`config.mk`:
```
export PLATFORM = sky130hd
export DESIGN_NAME = fix_msg_builder
export DESIGN_NICKNAME = d
export VERILOG_FILES = /design/src/hdl/fix_pkg.sv /design/src/hdl/fix_msg_builder.sv /design/src/hdl/fix_credit_port.sv /design/src/hdl/fix_checksum_stage.sv /design/src/hdl/fix_field_formatter.sv /design/src/hdl/fix_field_sequencer.sv
export VERILOG_INCLUDE_DIRS = /design/src /design/src/hdl
export SDC_FILE = /design/constraint.sdc
export NUM_CORES = 1
export LEC_CHECK = 0
export BUFFER_PORTS_ARGS = -buffer_cell sky130_fd_sc_hd__buf_4
export CAP_MARGIN = 30
export CORE_MARGIN = 2
export CORE_UTILIZATION = 35
export DETAILED_ROUTE_END_ITERATION = 6
export PLACE_DENSITY_LB_ADDON = 0.12
export SYNTH_ARGS = -nofsm -noshare
export SYNTH_HDL_FRONTEND = slang
export SYNTH_SLANG_ARGS = --single-unit
```
`constraint.sdc`:
```
create_clock -name clk -period 9.6 [get_ports clk]
set_input_delay 0.96 -clock clk [delete_from_list [all_inputs] [get_ports clk]]
set_output_delay 0.96 -clock clk [all_outputs]
set_load 0.01 [all_outputs]
```
`src/hdl/fix_settings.svh`:
```
// FIX builder settings
`ifndef FIX_SETTINGS_SVH
`define FIX_SETTINGS_SVH

// beats the consumer can buffer
`define FIX_TX_CREDITS 4

// value text width in bytes
`define FIX_VAL_BYTES 8

// tag text width in bytes
`define FIX_TAG_BYTES 4

// sequence number, decimal digits
`define FIX_SEQ_DIGITS 4

// checksum is the byte sum modulo this
`define FIX_CHKSUM_MOD 256
`endif
```
`src/hdl/fix_pkg.sv`:
```
// FIX message builder types
`include "fix_settings.svh"

package fix_pkg;

	// one-hot message type codes
	typedef enum logic [3:0] {
		MSG_LOGON     = 4'b0001,
		MSG_HEARTBEAT = 4'b0010,
		MSG_LOGOUT    = 4'b0100
	} fix_msg_type_e;

	// fields in emission order
	typedef enum logic [3:0] {
		FLD_BEGIN_STRING = 4'd0,
		FLD_MSG_SEQ_NUM  = 4'd1,
		FLD_MSG_TYPE     = 4'd2,
		FLD_SENDER       = 4'd3,
		FLD_TARGET       = 4'd4,
		FLD_ENCRYPT      = 4'd5,
		FLD_HEARTBT      = 4'd6,
		FLD_CHECKSUM     = 4'd7
	} fix_field_e;

	// byte 0 is the first character
	typedef logic [`FIX_VAL_BYTES*8-1:0] fix_text_t;
	typedef logic [3:0] fix_len_t;

	typedef struct packed {
		fix_msg_type_e msg_type;
		fix_text_t     sender;
		fix_len_t      sender_len;
		fix_text_t     target;
		fix_len_t      target_len;
		fix_text_t     hbt;
		fix_len_t      hbt_len;
	} fix_req_t;

	typedef struct packed {
		fix_field_e                      fld;
		fix_req_t                        req;
		logic [`FIX_SEQ_DIGITS*4-1:0]    seq;
	} fix_field_t;

	// same word seen as a tag or as a value
	typedef union packed {
		struct packed {
			fix_len_t                                        len;
			logic [(`FIX_VAL_BYTES-`FIX_TAG_BYTES)*8-1:0]    rsvd;
			logic [`FIX_TAG_BYTES*8-1:0]                     text;
		} tag;
		struct packed {
			fix_len_t  len;
			fix_text_t text;
		} val;
	} fix_payload_u;

	typedef struct packed {
		logic         is_tag;
		logic         last;
		fix_payload_u payload;
	} fix_beat_t;

endpackage

```
`src/hdl/fix_msg_builder.sv`:
```
// FIX session message builder
`timescale 1ns/1ps

module fix_msg_builder (
	input  logic               clk,
	input  logic               rst,
	input  logic               req_valid_i,
	input  fix_pkg::fix_req_t  req_i,
	output logic               req_ready_o,
	output logic               beat_valid_o,
	output fix_pkg::fix_beat_t beat_o,
	input  logic               credit_return_i
);
	import fix_pkg::*;

	logic       fld_valid;
	fix_field_t fld;
	logic       fld_ready;

	// formatter to checksum
	logic       fmt_valid;
	fix_beat_t  fmt_beat;
	logic       fmt_ready;

	// checksum to credit port
	logic       chk_valid;
	fix_beat_t  chk_beat;
	logic       chk_ready;

	fix_field_sequencer u_sequencer (
		.clk         (clk),
		.rst         (rst),
		.req_valid_i (req_valid_i),
		.req_i       (req_i),
		.req_ready_o (req_ready_o),
		.fld_valid_o (fld_valid),
		.fld_o       (fld),
		.fld_ready_i (fld_ready)
	);

	fix_field_formatter u_formatter (
		.clk          (clk),
		.rst          (rst),
		.fld_valid_i  (fld_valid),
		.fld_i        (fld),
		.fld_ready_o  (fld_ready),
		.beat_valid_o (fmt_valid),
		.beat_o       (fmt_beat),
		.beat_ready_i (fmt_ready)
	);

	fix_checksum_stage u_checksum (
		.clk          (clk),
		.rst          (rst),
		.beat_valid_i (fmt_valid),
		.beat_i       (fmt_beat),
		.beat_ready_o (fmt_ready),
		.beat_valid_o (chk_valid),
		.beat_o       (chk_beat),
		.beat_ready_i (chk_ready)
	);

	fix_credit_port u_credit_port (
		.clk             (clk),
		.rst             (rst),
		.beat_valid_i    (chk_valid),
		.beat_i          (chk_beat),
		.beat_ready_o    (chk_ready),
		.beat_valid_o    (beat_valid_o),
		.beat_o          (beat_o),
		.credit_return_i (credit_return_i)
	);

endmodule

```
`src/hdl/fix_credit_port.sv`:
```
// FIX credit output port
`timescale 1ns/1ps
`include "fix_settings.svh"

module fix_credit_port (
	input  logic               clk,
	input  logic               rst,
	input  logic               beat_valid_i,
	input  fix_pkg::fix_beat_t beat_i,
	output logic               beat_ready_o,
	output logic               beat_valid_o,
	output fix_pkg::fix_beat_t beat_o,
	input  logic               credit_return_i
);
	import fix_pkg::*;

	localparam int CRED_W = $clog2(`FIX_TX_CREDITS + 1);

	logic [CRED_W-1:0] credit_q;
	logic [CRED_W-1:0] credit_avail;
	logic              beat_valid_q;
	fix_beat_t         beat_q;
	logic              in_xfer;

	// the beat now on the output already owns one credit
	assign credit_avail = credit_q - CRED_W'(beat_valid_q);
	assign beat_ready_o = (credit_avail != '0);
	assign in_xfer = beat_valid_i & beat_ready_o;

	always_ff @(posedge clk) begin
		if (rst) begin
			credit_q <= CRED_W'(`FIX_TX_CREDITS);
			beat_valid_q <= 1'b0;
		end else begin
			beat_valid_q <= in_xfer;
			credit_q <= credit_avail + CRED_W'(credit_return_i);
		end
	end

	always_ff @(posedge clk) begin
		if (in_xfer) begin
			beat_q <= beat_i;
		end
	end

	assign beat_valid_o = beat_valid_q;
	assign beat_o = beat_q;

endmodule

```
`src/hdl/fix_checksum_stage.sv`:
```
// FIX checksum stage
`timescale 1ns/1ps
`include "fix_settings.svh"

module fix_checksum_stage (
	input  logic               clk,
	input  logic               rst,
	input  logic               beat_valid_i,
	input  fix_pkg::fix_beat_t beat_i,
	output logic               beat_ready_o,
	output logic               beat_valid_o,
	output fix_pkg::fix_beat_t beat_o,
	input  logic               beat_ready_i
);
	import fix_pkg::*;

	localparam int SUM_W = $clog2(`FIX_CHKSUM_MOD);

	logic [SUM_W-1:0] sum_q;
	logic [SUM_W-1:0] sum_d;
	logic             beat_valid_q;
	fix_beat_t        beat_q;
	logic             in_xfer;

	// only the first len bytes of the selected view count
	function automatic int byte_sum(input fix_beat_t b);
		int s;
		s = 0;
		if (b.is_tag) begin
			for (int i = 0; i < `FIX_TAG_BYTES; i++) begin
				if (i < int'(b.payload.tag.len)) begin
					s = s + int'(b.payload.tag.text[i*8 +: 8]);
				end
			end
		end else begin
			for (int i = 0; i < `FIX_VAL_BYTES; i++) begin
				if (i < int'(b.payload.val.len)) begin
					s = s + int'(b.payload.val.text[i*8 +: 8]);
				end
			end
		end
		return s;
	endfunction

	// hundreds digit goes first
	function automatic fix_text_t sum_digits(input logic [SUM_W-1:0] s);
		fix_text_t t;
		t = '0;
		t[7:0] = 8'h30 + 8'(s / 100);
		t[15:8] = 8'h30 + 8'((s / 10) % 10);
		t[23:16] = 8'h30 + 8'(s % 10);
		return t;
	endfunction

	assign sum_d = SUM_W'((int'(sum_q) + byte_sum(beat_i)) % `FIX_CHKSUM_MOD);
	assign beat_ready_o = ~beat_valid_q | beat_ready_i;
	assign in_xfer = beat_valid_i & beat_ready_o;

	always_ff @(posedge clk) begin
		if (rst) begin
			beat_valid_q <= 1'b0;
			sum_q <= '0;
		end else begin
			if (beat_ready_o) begin
				beat_valid_q <= beat_valid_i;
			end
			if (in_xfer) begin
				sum_q <= beat_i.last ? '0 : sum_d;
			end
		end
	end

	always_ff @(posedge clk) begin
		if (in_xfer) begin
			beat_q <= beat_i;
			if (beat_i.last) begin
				beat_q.payload.val.text <= sum_digits(sum_q);
			end
		end
	end

	assign beat_valid_o = beat_valid_q;
	assign beat_o = beat_q;

endmodule

```
`src/hdl/fix_field_formatter.sv`:
```
// FIX tag and value formatter
`timescale 1ns/1ps
`include "fix_settings.svh"

module fix_field_formatter (
	input  logic                clk,
	input  logic                rst,
	input  logic                fld_valid_i,
	input  fix_pkg::fix_field_t fld_i,
	output logic                fld_ready_o,
	output logic                beat_valid_o,
	output fix_pkg::fix_beat_t  beat_o,
	input  logic                beat_ready_i
);
	import fix_pkg::*;

	// set while the value beat of the held field is still owed
	logic       phase_q;
	fix_field_t fld_q;
	logic       beat_valid_q;
	fix_beat_t  beat_q;
	logic       out_free;
	logic       fld_xfer;

	// literal is right-aligned, result has the first char in byte 0
	function automatic fix_text_t ascii_text(input logic [63:0] s, input fix_len_t n);
		fix_text_t t;
		t = '0;
		for (int i = 0; i < `FIX_VAL_BYTES; i++) begin
			if (i < int'(n)) begin
				t[i*8 +: 8] = s[(int'(n) - 1 - i)*8 +: 8];
			end
		end
		return t;
	endfunction

	function automatic logic [7:0] msg_char(input fix_msg_type_e t);
		logic [7:0] c;
		case (t)
			MSG_LOGON:     c = "A";
			MSG_HEARTBEAT: c = "0";
			MSG_LOGOUT:    c = "5";
			default:       c = 8'h00;
		endcase
		return c;
	endfunction

	function automatic fix_beat_t tag_beat(input fix_field_e f);
		fix_beat_t   b;
		logic [35:0] tl;
		fix_text_t   t;
		// length in the top nibble, tag digits below
		case (f)
			FLD_BEGIN_STRING: tl = {4'd1, 32'("8")};
			FLD_MSG_SEQ_NUM:  tl = {4'd2, 32'("34")};
			FLD_MSG_TYPE:     tl = {4'd2, 32'("35")};
			FLD_SENDER:       tl = {4'd2, 32'("49")};
			FLD_TARGET:       tl = {4'd2, 32'("56")};
			FLD_ENCRYPT:      tl = {4'd2, 32'("98")};
			FLD_HEARTBT:      tl = {4'd3, 32'("108")};
			default:          tl = {4'd2, 32'("10")};
		endcase
		t = ascii_text(64'(tl[31:0]), tl[35:32]);
		b = '0;
		b.is_tag = 1'b1;
		b.payload.tag.len = tl[35:32];
		b.payload.tag.text = t[`FIX_TAG_BYTES*8-1:0];
		return b;
	endfunction

	function automatic fix_beat_t value_beat(input fix_field_t f);
		fix_beat_t b;
		b = '0;
		case (f.fld)
			FLD_BEGIN_STRING: b.payload.val = {4'd7, ascii_text("FIX.4.2", 4'd7)};
			FLD_MSG_TYPE:     b.payload.val = {4'd1, 56'h0, msg_char(f.req.msg_type)};
			FLD_SENDER:       b.payload.val = {f.req.sender_len, f.req.sender};
			FLD_TARGET:       b.payload.val = {f.req.target_len, f.req.target};
			FLD_ENCRYPT:      b.payload.val = {4'd1, 56'h0, "0"};
			FLD_HEARTBT:      b.payload.val = {f.req.hbt_len, f.req.hbt};
			FLD_MSG_SEQ_NUM: begin
				// leading zeros kept, most significant digit first
				b.payload.val.len = 4'(`FIX_SEQ_DIGITS);
				for (int d = 0; d < `FIX_SEQ_DIGITS; d++) begin
					b.payload.val.text[d*8 +: 8] = {4'h3, f.seq[(`FIX_SEQ_DIGITS-1-d)*4 +: 4]};
				end
			end
			default: begin
				// checksum digits are filled in downstream
				b.payload.val.len = 4'd3;
				b.last = 1'b1;
			end
		endcase
		return b;
	endfunction

	assign out_free = ~beat_valid_q | beat_ready_i;
	assign fld_ready_o = out_free & ~phase_q;
	assign fld_xfer = fld_valid_i & fld_ready_o;

	always_ff @(posedge clk) begin
		if (rst) begin
			phase_q <= 1'b0;
			beat_valid_q <= 1'b0;
		end else if (fld_xfer) begin
			phase_q <= 1'b1;
			beat_valid_q <= 1'b1;
		end else if (out_free) begin
			beat_valid_q <= phase_q;
			phase_q <= 1'b0;
		end
	end

	always_ff @(posedge clk) begin
		if (fld_xfer) begin
			fld_q <= fld_i;
			beat_q <= tag_beat(fld_i.fld);
		end else if (out_free && phase_q) begin
			beat_q <= value_beat(fld_q);
		end
	end

	assign beat_valid_o = beat_valid_q;
	assign beat_o = beat_q;

endmodule

```
`src/hdl/fix_field_sequencer.sv`:
```
// FIX field sequencer
`timescale 1ns/1ps
`include "fix_settings.svh"

module fix_field_sequencer (
	input  logic                clk,
	input  logic                rst,
	input  logic                req_valid_i,
	input  fix_pkg::fix_req_t   req_i,
	output logic                req_ready_o,
	output logic                fld_valid_o,
	output fix_pkg::fix_field_t fld_o,
	input  logic                fld_ready_i
);
	import fix_pkg::*;

	localparam int SEQ_W = `FIX_SEQ_DIGITS * 4;

	logic             req_ready_q;
	logic             fld_valid_q;
	fix_field_e       cur_fld_q;
	fix_req_t         req_q;
	logic [SEQ_W-1:0] seq_q;
	logic             req_xfer;
	logic             fld_xfer;

	// BCD increment, all nines wrap to one
	function automatic logic [SEQ_W-1:0] bcd_inc(input logic [SEQ_W-1:0] v);
		logic [SEQ_W-1:0] r;
		logic             carry;
		r = v;
		carry = 1'b1;
		for (int d = 0; d < `FIX_SEQ_DIGITS; d++) begin
			if (carry) begin
				if (r[d*4 +: 4] == 4'd9) begin
					r[d*4 +: 4] = 4'd0;
				end else begin
					r[d*4 +: 4] = r[d*4 +: 4] + 4'd1;
					carry = 1'b0;
				end
			end
		end
		if (carry) begin
			r = SEQ_W'(1);
		end
		return r;
	endfunction

	// session fields only for logon
	function automatic fix_field_e next_fld(input fix_field_e f, input fix_msg_type_e t);
		fix_field_e n;
		case (f)
			FLD_BEGIN_STRING: n = FLD_MSG_SEQ_NUM;
			FLD_MSG_SEQ_NUM:  n = FLD_MSG_TYPE;
			FLD_MSG_TYPE:     n = FLD_SENDER;
			FLD_SENDER:       n = FLD_TARGET;
			FLD_ENCRYPT:      n = FLD_HEARTBT;
			FLD_HEARTBT:      n = FLD_CHECKSUM;
			FLD_TARGET: begin
				if (t == MSG_LOGON) begin
					n = FLD_ENCRYPT;
				end else begin
					n = FLD_CHECKSUM;
				end
			end
			default:          n = FLD_CHECKSUM;
		endcase
		return n;
	endfunction

	assign req_xfer = req_valid_i & req_ready_q;
	assign fld_xfer = fld_valid_q & fld_ready_i;

	always_ff @(posedge clk) begin
		if (rst) begin
			req_ready_q <= 1'b1;
			fld_valid_q <= 1'b0;
			cur_fld_q <= FLD_BEGIN_STRING;
			seq_q <= SEQ_W'(1);
		end else if (req_xfer) begin
			req_ready_q <= 1'b0;
			fld_valid_q <= 1'b1;
			cur_fld_q <= FLD_BEGIN_STRING;
		end else if (fld_xfer) begin
			if (cur_fld_q == FLD_CHECKSUM) begin
				// message done, open for the next request
				req_ready_q <= 1'b1;
				fld_valid_q <= 1'b0;
				seq_q <= bcd_inc(seq_q);
			end else begin
				cur_fld_q <= next_fld(cur_fld_q, req_q.msg_type);
			end
		end
	end

	always_ff @(posedge clk) begin
		if (req_xfer) begin
			req_q <= req_i;
		end
	end

	assign req_ready_o = req_ready_q;
	assign fld_valid_o = fld_valid_q;
	assign fld_o = '{fld: cur_fld_q, req: req_q, seq: seq_q};

endmodule

```
==> results of run 1 <==
[critical path, delay by kind of cell, from the launching register on]
| family | cells | cell delay, ns |
|---|---|---|
| flops | 1 | 0.41 |
| xor+xnor | 7 | 1.00 |
| mux | 3 | 0.79 |
| buf+inv | 3 | 0.28 |
| compound gates | 11 | 1.95 |
| simple gates | 7 | 1.00 |
| fa+ha+maj | 9 | 3.43 |
[layout by cell type, fill, tap and decap left out, drive strengths merged, types with 6 or more instances in the layout]
cell	n
a211oi	14
a21o	25
a21oi	101
a221oi	37
a22o	13
a22oi	21
and2	7
and3	8
buf	317
clkbuf	106
clkinv	19
clkinvlp	6
dfxtp	70
edfxtp	611
fa	8
ha	73
inv	71
mux2	47
mux2i	26
nand2	81
nand2b	15
nand3	25
nor2	152
nor2b	76
nor3	63
nor3b	6
o211a	11
o21a	12
o21ai	79
o21bai	13
o22ai	15
or2	7
xnor2	54
xor2	15
[cell families after synthesis]
group,synth area share
xor+xnor,0.0224
simple gates,0.0823
buf+inv,0.0215
fa+ha+maj,0.0399
flops,0.706
mux,0.0282
compound gates,0.0993
[metrics by stage]
stage	setup slack [ns]	instances	utilization	hold WS (ns)	power, mW
2_1_floorplan	0.861	1932	-	0.400	5.65
3_3_place_gp	0.444	3210	0.397	0.401	6.25
3_5_place_dp	0.330	3210	0.397	0.405	6.30
4_1_cts	0.272	3346	0.427	0.405	9.14
5_1_grt	0.00869	3352	0.429	0.414	9.61
6_report	0.586	3352	0.429	0.403	9.08
[power groups by stage]
stage | clock network [mW] | registers [mW] | logic [mW]
5_1_grt | 2.99 | 3.67 | 2.96
3_3_place_gp | 0 | 3.70 | 2.55
4_1_cts | 2.88 | 3.65 | 2.60
6_report | 2.79 | 3.64 | 2.65
2_1_floorplan | 0 | 3.65 | 1.99
3_5_place_dp | 0 | 3.71 | 2.59
[repair_timing]
action / 4_1_cts / 5_1_grt
endpoints found under the setup margin: 0 / 1
resized for setup: 0 / 22
hold endpoints to repair: 0 / 0
buffers inserted: 0 / 4
[flip-flops by register name, indices dropped and copies added (netlist names), 3 cells and up]
signal                  count
u_formatter.fld_q         227
u_sequencer.fld_o         208
u_checksum.beat_o          70
u_credit_port.beat_o       70
u_formatter.beat_o         70
u_sequencer.seq_q          16
u_checksum.sum_q            8
u_credit_port.credit_q      3
u_sequencer.cur_fld_q       3
[worst min path at each step]
stage / endpoint / depth (start not counted)
3_3_place_gp: u_formatter.fld_q[110] / 0
2_1_floorplan: u_credit_port.beat_o[0] / 0
5_1_grt: u_formatter.fld_q[44] / 0
4_1_cts: u_credit_port.beat_o[56] / 0
3_5_place_dp: u_credit_port.beat_o[21] / 0
6_report: u_credit_port.beat_o[56] / 0
[layer usage]
| layer | up-vias | wire (um) | global-route usage |
|---|---|---|---|
| li1 | 7941 | - | - |
| met1 | 8139 | 32600 | 0.241 |
| met2 | 424 | 32700 | 0.269 |
| met3 | 91 | 3580 | 0.0293 |
| met4 | 2 | 1510 | 0.0503 |
| met5 | - | 10 | 0 |
[cell type report]
cell class / instances / share of cell area
inverters: 71 / 0.00816
repair buffers: 317 / 0.0714
flip-flops and latches: 681 / 0.583
well taps: 1050 / 0.0388
clock inverters: 30 / 0.0109
multi-input cells: 1097 / 0.228
clock buffers: 106 / 0.0597
==> results.yml, run 1 <==
outcome:
  status: "finished clean"
pwr:
  p_per_area_mw_per_mm2: 268
  ir_drop_v: 0.000130
  power_frac_seq: 0.401
  p_int_mw: 6.29
  swShare: 0.307
  p_clk_frac: 0.307
  combinationalPowerShare: 0.292
  p_sw_mw: 2.79
  leakage_nw: 12.4
setup_path:
  reg2reg_from: "u_formatter.beat_o[67]"
  cp_slowest_cell: "fa_1"
  critPathRequiredTime_ns: 10.09
  worstPathMaxFanout: 4
  start_kind: "flop"
  path_class: "flop to flop"
  r2r_end: "u_checksum.sum_q[7]"
  end_kind: "flop"
  reg2reg_depth: 40
  endpoint: "u_checksum.sum_q[7]"
  worstPathArrival_ns: 9.51
  max_stage_delay_ns: 0.50
  cp_common_cell: "xnor2_1"
  critPathLaunch: "u_formatter.beat_o[67]"
  r2r_slack_ns: 0.59
route:
  ant_nets: 0
  drc: 0
  wire_per_inst_um: 21.0
  routed_wl_mm: 70.4
  drt-initial-drc-count: 1138
  num_vias: 16600
  drt_first_pass_iters: 5
  routed_via_density: 4.95
sta:
  min_period_ns: 9.01
  hold_viol: 0
  fin_setup_tns_ns: 0
  grt_setup_unrepaired: "no"
  final.period_utilization: 0.939
  slew_headroom: 0.283
  fmax_ghz: 0.111
  max_slew.worst_pin.slew_ns: 1.08
  slew_viol_final: 0
  finalSetupViolCount: 0
  skew_ns: 0.0308
logic_synthesis:
  ys_async_sr_fraction: 0
  syn_area_mm2: 0.0280
  syn_inst: 1932
  synth.most_common_cell: "edfxtp_1"
  yosysWarningCount: 0
  avgSynthCellArea_um2: 14.5
  seq_area_frac_synth: 0.706
  synth.ff_latch_count: 681
  synthTopCellsByArea: "edfxtp_1 (66%), dfxtp_1 (5.0%), ha_1 (3.3%)"
  ys.flop_type: "edfxtp_1"
  synth_edf_count: 611
  synth.largest_area_cell: "edfxtp_1"
  synth_common_cells: "edfxtp_1 (611), nor2_1 (152), a21oi_1 (101)"
  syn_nets: 2225
  synth_top_area_frac: 0.656
  synth.distinct_cells: 88
grt:
  grt_pass1_vias: 16700
  grt_max_degree: 147
  antenna_found_initial: 1
  grt_usage: 0.170
  overflow: 0
  grt_pass1_wl_mm: 105
floorplanning:
  io_pins: 284
  row_count: 103
  die_x_um: 287
  start_util: 0.354
  core_area_mm2: 0.0790
  die_h_um: 287
  dieArea_mm2: 0.0822
layout:
  multi_input_area_mm2: 0.00772
  n_fill_cell: 7175
  syn_to_final_growth_pct: 21.2
  num-nets-final: 2535
  drive_above_1_share: 0.224
  regArea_mm2: 0.0198
  diodes: 0
  final_area_mm2: 0.0339
min_path:
  hp-class: "flop to flop"
  hp-start: "u_checksum.beat_o[56]"
clock_network:
  clk_pin_slew_worst_paths_ns: 0.06
  cts_max_path_buffers: 3
  cts_buffers: 74
  cts.sinks: 681
  cts-root-buf: "clkbuf_16"
  postCtsHoldBufs: 0
  insertion_delay_ns: 0.62
  cts_tree: "done"
  h-tree-depth: 3
place:
  dp_hpwl_mm: 49.7
  gp_congestion: 0.845
  port_buffers: 283
  place_area_mm2: 0.0313
job:
  maxCapViolations: 0
No activity file was read; power rests on OpenSTA's default activity.
==> run 2, diff against run 1 <==
--- a/config.mk
+++ b/config.mk
@@ -7,9 +7,9 @@
 export NUM_CORES = 1
 export LEC_CHECK = 0
 export BUFFER_PORTS_ARGS = -buffer_cell sky130_fd_sc_hd__buf_4
-export CAP_MARGIN = 30
+export CAP_MARGIN = 15
 export CORE_MARGIN = 2
-export CORE_UTILIZATION = 35
+export CORE_UTILIZATION = 55
 export DETAILED_ROUTE_END_ITERATION = 6
 export PLACE_DENSITY_LB_ADDON = 0.12
 export SYNTH_ARGS = -nofsm -noshare
==> run 2 against run 1 <==
Effect of this change: sequential power about the same; die area down 36%; global-route usage up 6.6 points; clock power down 5%; register-to-register slack about the same; cell count down 12%; flip-flop and latch count unchanged; clock-buffer cell count down 15; power down 1.4%; largest cell class unchanged.
==> results.yml, run 2 (synthesis results as in run 1) <==
outcome:
  status: "finished clean"
route:
  ant_nets: 0
  route.met3.wl_mm: 3.98
  drc: 0
  routed_via_density: 5.62
  drt-initial-drc-count: 1556
  drt_first_pass_iters: 5
  drt-met1-wl_mm: 27.1
  num_vias: 16600
  met2_length_mm: 29.5
  wire_per_inst_um: 20.8
  routed_wl_mm: 61.7
  top_layer: "met4"
setup_path:
  cp_common_cell: "xnor2_1"
  r2r_slack_ns: 0.60
  worstPathMaxFanout: 7
  r2r_end: "u_checksum.sum_q[7]"
  cp_slowest_cell: "fa_1"
  start_kind: "flop"
  end_kind: "flop"
  reg2reg_from: "u_formatter.beat_o[66]"
  critPathRequiredTime_ns: 10.11
  path_class: "flop to flop"
  reg2reg_depth: 42
  worstPathArrival_ns: 9.51
  max_stage_delay_ns: 0.49
sta:
  hold_viol: 0
  max_slew.worst_pin.slew_ns: 1.06
  min_period_ns: 9.00
  setup_ws_ns: 0.597
  hold_ws_ns: 0.402
  final.period_utilization: 0.938
  slew_headroom: 0.294
  skew_ns: 0.0285
  finalSetupViolCount: 0
  slew_viol_final: 0
  fmax_ghz: 0.111
job:
  maxCapViolations: 0
layout:
  regMostFlops: "u_formatter.fld_q"
  most-common-layout-cells: "edfxtp_1 (611), buf_4 (312), nor2_1 (150), a21oi_1 (96), nand2_1 (81)"
  largest_reg_flops: 227
  num-nets-final: 2526
  drive_above_1_share: 0.223
  layout_commonest_cell: "edfxtp_1"
  syn_to_final_growth_pct: 18.8
clock_network:
  cts_tree: "done"
  cts_buffers: 69
  cts_max_path_buffers: 3
  cts.sinks: 681
  insertion_delay_ns: 0.62
  h-tree-depth: 3
  cts-root-buf: "clkbuf_16"
  clk_pin_slew_worst_paths_ns: 0.06
pwr:
  p_int_mw: 6.22
  ir_drop_v: 0.000168
  p_per_area_mw_per_mm2: 270
  p_clk_frac: 0.296
  combinationalPowerShare: 0.298
  swShare: 0.305
  p_sw_mw: 2.73
  power_frac_seq: 0.406
  leakage_nw: 12.3
floorplanning:
  core_area_mm2: 0.0502
  dieArea_mm2: 0.0526
  die_x_um: 229
  row_count: 82
  start_util: 0.557
  io_pins: 284
  die_h_um: 229
place:
  place_ws_ns: 0.371
  port_buffers: 283
  gp_congestion: 0.859
  dp_hpwl_mm: 43.3
grt:
  grt_usage: 0.236
  grt_pass1_wl_mm: 94.8
  overflow: 0
  grt_max_degree: 130
  grt_pass1_vias: 16500
  antenna_found_initial: 1
min_path:
  min_to: "u_formatter.fld_q[59]"
  hp-start: "u_sequencer.fld_o[59]"
  holdPathStages: 0
  hp-class: "flop to flop"
==> run 2: cell type report <==
class	count	area [um^2]
diodes	1	2.50
clock buffers	91	1900
clock inverters	35	368
fillers	3505	17000
inverters	71	277
multi-input cells	1097	7710
flip-flops and latches	681	19800
well taps	672	841
repair buffers	313	2360
==> run 2: what timing repair did <==
action / CTS / global route
endpoints found under the setup margin: 0 / 1
resized for setup: 0 / 18
setup buffers: 0 / 5
hold buffers: 0 / 0
==> run 2: stage by stage <==
stage,total power [mW],instance area [um^2],TNS (ns),utilization,std cells
6_report,8.95,33200,0,0.662,2961
2_1_floorplan,5.65,28000,0,-,1932
4_1_cts,8.94,33100,0,0.659,2954
3_5_place_dp,6.27,30800,0,0.614,2828
5_1_grt,9.45,33200,-0.0323,0.662,2960
3_3_place_gp,6.21,30800,0,0.614,2828
==> run 2: worst max path at each step <==
stage	start	to	slack, ns	cells after the start
5_1_grt	u_formatter.beat_o[66]	u_checksum.sum_q[7]	-0.03	40
2_1_floorplan	req_valid_i	u_sequencer.seq_q[15]	0.86	9
4_1_cts	u_formatter.beat_o[66]	u_checksum.sum_q[7]	0.30	39
3_5_place_dp	u_formatter.beat_o[66]	u_checksum.sum_q[7]	0.37	39
6_report	u_formatter.beat_o[66]	u_checksum.sum_q[7]	0.60	42
3_3_place_gp	u_formatter.beat_o[66]	u_checksum.sum_q[7]	0.50	39
==> run 2: power groups by stage <==
stage,Sequential [mW],Combinational [mW],Clock (mW)
2_1_floorplan,3.65,1.99,0
3_3_place_gp,3.69,2.51,0
3_5_place_dp,3.70,2.58,0
4_1_cts,3.64,2.59,2.71
5_1_grt,3.66,2.96,2.83
6_report,3.64,2.66,2.65
==> run 2: worst max-delay path, delay by kind of cell (launching register included) <==
kind                       cells  cell delay [ns]
and+or+nand+nor                6             0.99
adders and majority gates      9             2.80
buffers and inverters          1             0.07
muxes                          3             0.89
DFF                            1             0.47
xor gates and xnor gates      10             1.30
AOI/OAI and AO/OA             13             2.37
==> run 2: routing by layer <==
layer	vias to the layer above	track usage
li1	7918	-
met1	8098	0.340
met2	560	0.378
met3	66	0.0365
met4	0	0.0657
met5	-	0
==> run 3, diff against run 2 <==
--- a/config.mk
+++ b/config.mk
@@ -6,11 +6,10 @@
 export SDC_FILE = /design/constraint.sdc
 export NUM_CORES = 1
 export LEC_CHECK = 0
-export BUFFER_PORTS_ARGS = -buffer_cell sky130_fd_sc_hd__buf_4
-export CAP_MARGIN = 15
 export CORE_MARGIN = 2
 export CORE_UTILIZATION = 55
 export DETAILED_ROUTE_END_ITERATION = 6
+export DONT_BUFFER_PORTS = 1
 export PLACE_DENSITY_LB_ADDON = 0.12
 export SYNTH_ARGS = -nofsm -noshare
 export SYNTH_HDL_FRONTEND = slang
==> run 3 against run 2 <==
Effect of this change: setup slack better by 0.049 ns; fmax up 0.55%; global-route usage down 0.60 points; wire length down 1.9%; first-iteration DRC count down 14%; critical path depth down 2; critical endpoint unchanged; largest power group unchanged.
==> results.yml, run 3 (synthesis results as in run 1) <==
outcome:
  status: "finished clean"
pwr:
  p_per_area_mw_per_mm2: 283
  total_power_mw: 8.76
  leakage_nw: 10.9
  ir_drop_v: 0.000199
sta:
  fin_setup_tns_ns: 0
  grt_setup_unrepaired: "no"
  fmax_ghz: 0.112
  finalSetupViolCount: 0
  hold_viol: 0
  final.period_utilization: 0.933
  slew_headroom: 0.246
  max_slew.worst_pin.slew_ns: 1.13
  min_period_ns: 8.95
  slew_viol_final: 0
  skew_ns: 0.0136
clock_network:
  insertion_delay_ns: 0.60
  cts-root-buf: "clkbuf_16"
  cts.sinks: 681
  cts_max_path_buffers: 3
  cts_tree: "done"
  h-tree-depth: 3
  cts_buffers: 68
  clk_pin_slew_worst_paths_ns: 0.06
route:
  wire_per_inst_um: 22.6
  num_vias: 15500
  drt-initial-drc-count: 1341
  routed_wl_mm: 60.5
  routed_via_density: 5.79
  drt_first_pass_iters: 6
  drc: 0
  ant_nets: 0
floorplanning:
  dieArea_mm2: 0.0526
  start_util: 0.557
  core_area_mm2: 0.0502
  die_h_um: 229
  row_count: 82
  io_pins: 284
  die_x_um: 229
setup_path:
  end_kind: "flop"
  start_kind: "flop"
  worstPathMaxFanout: 4
  cp_common_cell: "xnor2_1"
  max_stage_delay_ns: 0.50
  path_class: "flop to flop"
  worstPathArrival_ns: 9.45
  critPathRequiredTime_ns: 10.09
  cp_slowest_cell: "fa_1"
grt:
  antenna_found_initial: 23
  grt_pass1_vias: 15100
  grt_pass1_wl_mm: 90.8
  overflow: 0
  grt_max_degree: 109
  grt_usage: 0.230
place:
  gp_congestion: 0.871
  port_buffers: 0
  dp_hpwl_mm: 42.5
layout:
  layout_commonest_cell: "edfxtp_1"
  post-route-util: 0.617
  regMostFlops: "u_formatter.fld_q"
  syn_to_final_growth_pct: 10.8
  most-common-layout-cells: "edfxtp_1 (611), nor2_1 (149), a21oi_1 (95), nand2_1 (81), ha_1 (73)"
  num-nets-final: 2235
  drive_above_1_share: 0.109
  n_fill_cell: 3715
  largest_reg_flops: 227
min_path:
  hp-class: "flop to flop"
job:
  maxCapViolations: 0
[run 3: final timing paths]
kind,endpoint,slack (ns),depth (start not counted),from
worst max register to register,u_checksum.sum_q[7],0.65,40,u_formatter.beat_o[67]
worst min register to register,u_formatter.fld_q[195],0.41,0,u_sequencer.fld_o[195]
worst min-delay path,u_formatter.fld_q[195],0.41,0,u_sequencer.fld_o[195]
worst max-delay path,u_checksum.sum_q[7],0.65,40,u_formatter.beat_o[67]
[run 3: layer usage]
| layer | share of wire | up-vias | wire length, um | GRT usage |
|---|---|---|---|---|
| li1 | - | 7349 | - | - |
| met1 | 0.44 | 7489 | 26600 | 0.322 |
| met2 | 0.46 | 513 | 28000 | 0.357 |
| met3 | 0.071 | 123 | 4280 | 0.0594 |
| met4 | 0.024 | 30 | 1440 | 0.0712 |
| met5 | 0.0032 | - | 196 | 0 |
[run 3: final cells by class]
type,instances,area [um^2],area share
clock inverters,31,335,0.0108
clock buffers,92,1880,0.0608
flip-flops and latches,681,19800,0.638
diodes,10,25.0,0.000808
repair buffers,23,173,0.00557
well taps,672,841,0.0271
inverters,71,277,0.00893
multi-input cells,1097,7690,0.248
[run 3: where the power goes]
group	leakage (nW)	total (mW)	internal (mW)	switching (mW)
logic	3.48	2.49	1.07	1.42
registers	6.34	3.65	3.50	0.156
clock network	1.08	2.61	1.53	1.09
[run 3: critical path: cells and delay by family (launching register included)]
family | cells | cell delay (ns)
compound gates | 11 | 1.91
xor+xnor | 7 | 1.00
fa+ha+maj | 9 | 3.45
buf+inv | 3 | 0.31
flops | 1 | 0.41
mux | 3 | 0.74
simple gates | 7 | 1.01
[run 3: timing repair]
action | CTS | global route
gates resized for setup | 0 | 18
hold buffers | 0 | 0
endpoints found under the setup margin | 0 | 1
hold endpoints to repair | 0 | 0
buffers inserted | 0 | 1
[run 3: stage by stage]
| stage | instance area, um^2 | hold WS, ns | setup WS (ns) | instances |
|---|---|---|---|---|
| CTS | 30900 | 0.402 | 0.303 | 2666 |
| global route | 31000 | 0.417 | 0.0421 | 2673 |
| global placement | 28700 | 0.401 | 0.521 | 2543 |
| floorplan | 28000 | 0.400 | 0.861 | 1932 |
| detailed placement | 28700 | 0.405 | 0.357 | 2543 |
| finish | 31000 | 0.410 | 0.647 | 2677 |
